## config.mk

```make
export PLATFORM = sky130hd
export DESIGN_NAME = axil_kg_regfile
export DESIGN_NICKNAME = d
export VERILOG_FILES = /design/src/rtl/kg_regfile_pkg.sv /design/src/rtl/axil_kg_regfile.sv /design/src/rtl/kg_reg_bank.sv /design/src/rtl/axil_read_ctrl.sv /design/src/rtl/axil_write_ctrl.sv
export VERILOG_INCLUDE_DIRS = /design/src /design/src/include
export SDC_FILE = /design/constraint.sdc
export NUM_CORES = 1
export LEC_CHECK = 0
export BUFFER_PORTS_ARGS = -buffer_cell sky130_fd_sc_hd__buf_2
export CORE_MARGIN = 3
export CORE_UTILIZATION = 29
export CTS_CLUSTER_SIZE = 30
export DETAILED_ROUTE_END_ITERATION = 10
export GPL_ROUTABILITY_DRIVEN = 0
export GPL_TIMING_DRIVEN = 0
export PLACE_DENSITY = 0.41
export SLEW_MARGIN = 20
export SYNTH_ARGS = -nofsm -noshare
export SYNTH_HDL_FRONTEND = slang
export SYNTH_SLANG_ARGS = --single-unit
```

## constraint.sdc

```tcl
create_clock -name clk -period 4.2 [get_ports clk]
set_clock_uncertainty 0.05 [all_clocks]
set_input_delay 0.84 -clock clk [delete_from_list [all_inputs] [get_ports clk]]
set_output_delay 0.84 -clock clk [all_outputs]
set_load 0.1 [all_outputs]
```

## src/include/kg_regfile_macros.svh

```systemverilog
// Fixed 32-bit bus; the index position assumes word-aligned 32-bit registers only
`ifndef KG_REGFILE_MACROS_SVH
`define KG_REGFILE_MACROS_SVH

// ---------------------------------------------------------------------------
// Bus widths
// ---------------------------------------------------------------------------

`define KG_DATA_WIDTH 32
`define KG_ADDR_WIDTH 16

// One strobe bit per byte lane
`define KG_STRB_WIDTH 4

// ---------------------------------------------------------------------------
// Register space
// ---------------------------------------------------------------------------

`define KG_REG_COUNT 32
`define KG_INDEX_WIDTH 5

// Byte offset bits below the index are ignored
`define KG_ADDR_LSB 2

`endif
```

## src/rtl/kg_regfile_pkg.sv

```systemverilog
// Types sized from the macros header; only OKAY responses are ever produced
`default_nettype none

package kg_regfile_pkg;

    `include "kg_regfile_macros.svh"

    typedef logic [`KG_ADDR_WIDTH-1:0]  axil_addr_t;
    typedef logic [`KG_DATA_WIDTH-1:0]  axil_data_t;
    typedef logic [`KG_STRB_WIDTH-1:0]  axil_strb_t;
    typedef logic [1:0]                 axil_resp_t;
    typedef logic [`KG_INDEX_WIDTH-1:0] reg_index_t;

    // AXI response codes
    localparam axil_resp_t RESP_OKAY = 2'b00;

    // Write channel FSM
    typedef enum logic [1:0] {
        WR_IDLE,
        WR_ACCEPT,
        WR_RESP
    } wr_state_t;

    // Read channel FSM
    typedef enum logic [1:0] {
        RD_IDLE,
        RD_ACCEPT,
        RD_DATA
    } rd_state_t;

endpackage

`default_nettype wire

```

## src/rtl/axil_kg_regfile.sv

```systemverilog
// AXI4-Lite slave, one outstanding access per channel, awaddr/wdata must arrive together
`default_nettype none

module axil_kg_regfile
(
    input  wire                         clk,
    input  wire                         rst,

    // Write address and data
    input  wire kg_regfile_pkg::axil_addr_t awaddr,
    input  wire                         awvalid,
    output logic                        awready,
    input  wire kg_regfile_pkg::axil_data_t wdata,
    input  wire kg_regfile_pkg::axil_strb_t wstrb,
    input  wire                         wvalid,
    output logic                        wready,

    // Write response
    output kg_regfile_pkg::axil_resp_t  bresp,
    output logic                        bvalid,
    input  wire                         bready,

    // Read address and data
    input  wire kg_regfile_pkg::axil_addr_t araddr,
    input  wire                         arvalid,
    output logic                        arready,
    output kg_regfile_pkg::axil_data_t  rdata,
    output kg_regfile_pkg::axil_resp_t  rresp,
    output logic                        rvalid,
    input  wire                         rready,

    // Key generator, registers 0 to 3
    output kg_regfile_pkg::axil_data_t  kg_address_valid,
    output kg_regfile_pkg::axil_data_t  kg_address,
    output kg_regfile_pkg::axil_data_t  kg_data_valid,
    output kg_regfile_pkg::axil_data_t  kg_data
);

    logic                        wr_en;
    kg_regfile_pkg::reg_index_t  wr_index;
    kg_regfile_pkg::reg_index_t  rd_index;
    kg_regfile_pkg::axil_data_t  rd_data;

    axil_write_ctrl i_axil_write_ctrl
    (
        .clk      (clk),
        .rst      (rst),
        .awaddr   (awaddr),
        .awvalid  (awvalid),
        .wvalid   (wvalid),
        .bready   (bready),
        .awready  (awready),
        .wready   (wready),
        .bvalid   (bvalid),
        .bresp    (bresp),
        .wr_en    (wr_en),
        .wr_index (wr_index)
    );

    axil_read_ctrl i_axil_read_ctrl
    (
        .clk      (clk),
        .rst      (rst),
        .araddr   (araddr),
        .arvalid  (arvalid),
        .rready   (rready),
        .rd_data  (rd_data),
        .arready  (arready),
        .rvalid   (rvalid),
        .rresp    (rresp),
        .rdata    (rdata),
        .rd_index (rd_index)
    );

    // wdata and wstrb are still held by the master while wr_en is high
    kg_reg_bank i_kg_reg_bank
    (
        .clk              (clk),
        .rst              (rst),
        .wr_en            (wr_en),
        .wr_index         (wr_index),
        .wr_data          (wdata),
        .wr_strb          (wstrb),
        .rd_index         (rd_index),
        .rd_data          (rd_data),
        .kg_address_valid (kg_address_valid),
        .kg_address       (kg_address),
        .kg_data_valid    (kg_data_valid),
        .kg_data          (kg_data)
    );

endmodule

`default_nettype wire

```

## src/rtl/kg_reg_bank.sv

```systemverilog
// 32 x 32-bit registers cleared by reset; registers 0 to 3 feed the key generator
`default_nettype none

`include "kg_regfile_macros.svh"

module kg_reg_bank
(
    input  wire                             clk,
    input  wire                             rst,
    input  wire                             wr_en,
    input  wire kg_regfile_pkg::reg_index_t wr_index,
    input  wire kg_regfile_pkg::axil_data_t wr_data,
    input  wire kg_regfile_pkg::axil_strb_t wr_strb,
    input  wire kg_regfile_pkg::reg_index_t rd_index,
    output kg_regfile_pkg::axil_data_t      rd_data,
    output kg_regfile_pkg::axil_data_t      kg_address_valid,
    output kg_regfile_pkg::axil_data_t      kg_address,
    output kg_regfile_pkg::axil_data_t      kg_data_valid,
    output kg_regfile_pkg::axil_data_t      kg_data
);

    kg_regfile_pkg::axil_data_t regs [`KG_REG_COUNT];

    // ------------------------------------------------------------------------
    // Byte-lane write
    // ------------------------------------------------------------------------

    always_ff @(posedge clk)
    begin
        if (rst)
        begin
            for (int i = 0; i < `KG_REG_COUNT; i++)
            begin
                regs[i] <= '0;
            end
        end
        else if (wr_en)
        begin
            for (int b = 0; b < `KG_STRB_WIDTH; b++)
            begin
                // Lanes with a low strobe keep their old byte
                if (wr_strb[b])
                begin
                    regs[wr_index][b*8 +: 8] <= wr_data[b*8 +: 8];
                end
            end
        end
    end

    // ------------------------------------------------------------------------
    // Read mux and key generator taps
    // ------------------------------------------------------------------------

    assign rd_data = regs[rd_index];

    assign kg_address_valid = regs[0];
    assign kg_address       = regs[1];
    assign kg_data_valid    = regs[2];
    assign kg_data          = regs[3];

endmodule

`default_nettype wire

```

## src/rtl/axil_read_ctrl.sv

```systemverilog
// One read in flight; a new address is taken only after rvalid has been accepted
`default_nettype none

`include "kg_regfile_macros.svh"

module axil_read_ctrl
(
    input  wire                             clk,
    input  wire                             rst,
    input  wire kg_regfile_pkg::axil_addr_t araddr,
    input  wire                             arvalid,
    input  wire                             rready,
    input  wire kg_regfile_pkg::axil_data_t rd_data,
    output logic                            arready,
    output logic                            rvalid,
    output kg_regfile_pkg::axil_resp_t      rresp,
    output kg_regfile_pkg::axil_data_t      rdata,
    output kg_regfile_pkg::reg_index_t      rd_index
);

    kg_regfile_pkg::rd_state_t state;
    logic                      start;

    assign start   = (state == kg_regfile_pkg::RD_IDLE) && arvalid;
    assign arready = (state == kg_regfile_pkg::RD_ACCEPT);
    assign rvalid  = (state == kg_regfile_pkg::RD_DATA);

    // ------------------------------------------------------------------------
    // Read FSM with data capture
    // ------------------------------------------------------------------------

    always_ff @(posedge clk)
    begin
        if (rst)
        begin
            state <= kg_regfile_pkg::RD_IDLE;
            rdata <= '0;
            rresp <= '0;
        end
        else
        begin
            case (state)
                kg_regfile_pkg::RD_IDLE:
                begin
                    if (start)
                    begin
                        state <= kg_regfile_pkg::RD_ACCEPT;
                    end
                end
                kg_regfile_pkg::RD_ACCEPT:
                begin
                    // Bank word for the latched index
                    rdata <= rd_data;
                    rresp <= kg_regfile_pkg::RESP_OKAY;
                    state <= kg_regfile_pkg::RD_DATA;
                end
                kg_regfile_pkg::RD_DATA:
                begin
                    if (rready)
                    begin
                        state <= kg_regfile_pkg::RD_IDLE;
                    end
                end
                default:
                begin
                    state <= kg_regfile_pkg::RD_IDLE;
                end
            endcase
        end
    end

    // Index latch
    always_ff @(posedge clk)
    begin
        if (start)
        begin
            rd_index <= araddr[`KG_ADDR_LSB +: `KG_INDEX_WIDTH];
        end
    end

endmodule

`default_nettype wire

```

## src/rtl/axil_write_ctrl.sv

```systemverilog
// Waits for awvalid and wvalid together; no new write until the response is taken
`default_nettype none

`include "kg_regfile_macros.svh"

module axil_write_ctrl
(
    input  wire                             clk,
    input  wire                             rst,
    input  wire kg_regfile_pkg::axil_addr_t awaddr,
    input  wire                             awvalid,
    input  wire                             wvalid,
    input  wire                             bready,
    output logic                            awready,
    output logic                            wready,
    output logic                            bvalid,
    output kg_regfile_pkg::axil_resp_t      bresp,
    output logic                            wr_en,
    output kg_regfile_pkg::reg_index_t      wr_index
);

    kg_regfile_pkg::wr_state_t state;
    logic                      start;
    logic                      accept;

    // Address and data both presented while idle
    assign start  = (state == kg_regfile_pkg::WR_IDLE) && awvalid && wvalid;
    assign accept = (state == kg_regfile_pkg::WR_ACCEPT);

    // Both readies share the single accept cycle
    assign awready = accept;
    assign wready  = accept;
    assign wr_en   = accept;
    assign bvalid  = (state == kg_regfile_pkg::WR_RESP);

    // ------------------------------------------------------------------------
    // Write FSM
    // ------------------------------------------------------------------------

    always_ff @(posedge clk)
    begin
        if (rst)
        begin
            state <= kg_regfile_pkg::WR_IDLE;
            bresp <= '0;
        end
        else
        begin
            case (state)
                kg_regfile_pkg::WR_IDLE:
                begin
                    if (start)
                    begin
                        state <= kg_regfile_pkg::WR_ACCEPT;
                    end
                end
                kg_regfile_pkg::WR_ACCEPT:
                begin
                    // Bank is written at this same edge
                    state <= kg_regfile_pkg::WR_RESP;
                    bresp <= kg_regfile_pkg::RESP_OKAY;
                end
                kg_regfile_pkg::WR_RESP:
                begin
                    if (bready)
                    begin
                        state <= kg_regfile_pkg::WR_IDLE;
                    end
                end
                default:
                begin
                    state <= kg_regfile_pkg::WR_IDLE;
                end
            endcase
        end
    end

    // ------------------------------------------------------------------------
    // Address latch, only the word index is kept
    // ------------------------------------------------------------------------

    always_ff @(posedge clk)
    begin
        if (start)
        begin
            wr_index <= awaddr[`KG_ADDR_LSB +: `KG_INDEX_WIDTH];
        end
    end

endmodule

`default_nettype wire

```

==> impl_results.md <==
* Die X at approximately 420 um
* Initial antenna violation count at 13
* Util after Layout at 0.342
* DR vias/cell at ~5
* Fmax at 248 MHz
* Peak supply drop at around 0.00045 V
* Leak pwr at 22.1 nW
* Post-CTS Resized at 0
* Layout cells sized above 1 at 0.148
* Largest net degree at the start of global routing at 17
* Worst-Skew Late Latency at 790 ps
* H-tree Lvls at 4
* Pwr Density at 452 mW/mm^2
* Maxcap violations at 0
* Critical path type: reg2out
* Final Hold Fails at 0
* Clk root buf: clkbuf_16
* Ys Warns at 0
* Drt first pass iters at 5
* Setup TNS at 0 ps
* Port bufs at 217
* Post-CTS Hold Fix Bufs at 0
* Multi-input logic area at around 0.016 mm^2
* Hold Path Class: in2reg
* Setup crit end kind: output port
* Dominant cell type by area after synthesis: edfxtp_1
* Die Ht at roughly 420 um
* CTS tree: done
* Final period utilization at 0.960
* Sink Count at about 1100
* Clock transition at path regs at 60 ps
* First-pass GRT wire length at 273000 um
* Worst-path fanout max at 10
* Worst Tran Pin Value at 1220 ps
* GRT overflow at 0
* Post-DP HPWL at 148000 um
* Cells after Synth at 3683
* Detail Route Antenna Nets at 0
* Crit start category: flip-flop
* Sequential Area at 0.0318 mm^2
* Area growth from synthesis to final layout at 16.2%
* Max Slew Vio Count at 0
* DR vias at 31600
* Primary FF master, synth: edfxtp_1
* Crit path DAT at 3140 ps
* Status: finished clean
* Per-cell routed wire length at roughly 32 um
* Post-Layout Cell Count at about 6400
* Number of global-route vias before repair at ~32000
* Post-synth EDFFs at 1034
* Top-area cell type share of the netlist area at 0.628
* # DRC at 0
* DP Cell Count at a little over 6000
* Mean Syn Cell Area at roughly 13 um^2
* Final WL at 203000 um
* Ports at around 240
* Power Total at 26.0 mW
* Worst hold slack at between 150 and 200 ps
* Clock Path Buffers at 3
* FFs w/ async S/R, synth at 0
* Yosys reg bits at between 1000 and 1500
* Core ar. at 0.168 mm^2
* Num rows at 150
* Die area at 0.175 mm^2
* Synth unique cells at 25
* Drt initial violations at between 2000 and 3000
* Initial Utilization at 0.294
* Cell area after synthesis at just under 0.05 mm^2
* Area contributors post-synth: edfxtp_1, and2_1, mux2i_1, a22oi_1, or2_2
* Post-synthesis sequential area ratio at 0.643
* Critical path required time at 3310 ps
* Fill cells at approximately 17000
* Max-slew headroom at 0.187
* RSZ-0062 raised after global routing: no
* Fin nets at 4116
* Count leader, synth: edfxtp_1
* Post CTS Setup Buffer Count at 0
* Final setup fails at 0
* Total track usage at 0.229
* Fin crit period at 4030 ps
* Total CTS buffers at 132
* Commonest cells in the netlist: edfxtp_1, and2_1, mux2i_1
[stage by stage]
step | cell area (um^2) | setup slack (ps)
6_report | 57400 | 169
5_1_grt | 57400 | 30.5
4_1_cts | 57400 | 5.37
3_5_place_dp | 53400 | 273
3_3_place_gp | 53300 | -722
2_1_floorplan | 49400 | 1480
[worst max-delay path: stages, from the launching register on]
cell and delay, ps:
dfxtp_1 350, nor2b_1 460, clkbuf_2 540, buf_1 480
buf_2 530
[registers in the layout (all words and copies together) (netlist names)]
name,count
i_axil_write_ctrl.wr_index,5
i_axil_read_ctrl.state,2
i_axil_read_ctrl.rdata,32
i_axil_read_ctrl.rd_index,5
i_axil_write_ctrl.state,2
i_kg_reg_bank.regs,1024
[cells in the final DEF (no fill, tap or decap), types with 5 or more instances in the layout]
master / instances
clkinv_2: 11
clkbuf_1: 208
inv_6: 5
mux2i_1: 512
nor2_1: 162
buf_2: 223
or4_1: 32
nor2b_1: 8
clkbuf_2: 24
clkinv_1: 24
diode_2: 9
buf_6: 23
buf_4: 37
edfxtp_1: 1034
dfxtp_1: 36
clkbuf_16: 136
or2_2: 129
a22oi_1: 256
nand2_1: 39
and2_1: 1026
a21oi_1: 130
a211oi_1: 32
buf_1: 10
clkbuf_8: 5
[report_power, final]
group	total [mW]	internal, mW	switching (mW)	leakage, nW
logic	2.79	0.623	2.17	9.21
registers	12.2	12.0	0.158	10.9
clock network	11.0	6.28	4.68	1.96
[path summary, 6_finish.rpt]
kind / slack [ps] / start / depth (start not counted) / endpoint
setup / recovery: 170 / i_axil_read_ctrl.state[0] / 4 / arready
hold / removal: 180 / awaddr[4] / 1 / i_axil_write_ctrl.wr_index[2]
setup reg to reg: 570 / i_axil_write_ctrl.wr_index[3] / 4 / i_kg_reg_bank.regs[2][28]
hold reg to reg: 440 / i_axil_write_ctrl.state[1] / 1 / i_axil_write_ctrl.state[0]
[logic make-up after synthesis]
family,count (synthesis),synth area share
mux,512,0.104
flops,1070,0.643
buf+inv,269,0.0268
compound gates,418,0.0569
other cells,1,0.0000759
simple gates,1413,0.170
[metal layers]
layer,share of wire,global-route usage
met5,0,0
met4,0.044,0.101
met3,0.042,0.0297
met2,0.47,0.368
met1,0.45,0.311
[area by class of cell]
class	count	share of cell area
Multi-Input combinational cell	2347	0.285
Inverter	2	0.000131
Timing Repair Buffer	221	0.0200
Antenna cell	9	0.000392
Sequential cell	1070	0.553
Tap cell	2204	0.0480
Clock buffer	181	0.0631
Buffer	267	0.0235
Clock inverter	50	0.00706
(Power assumes the default switching activity.)
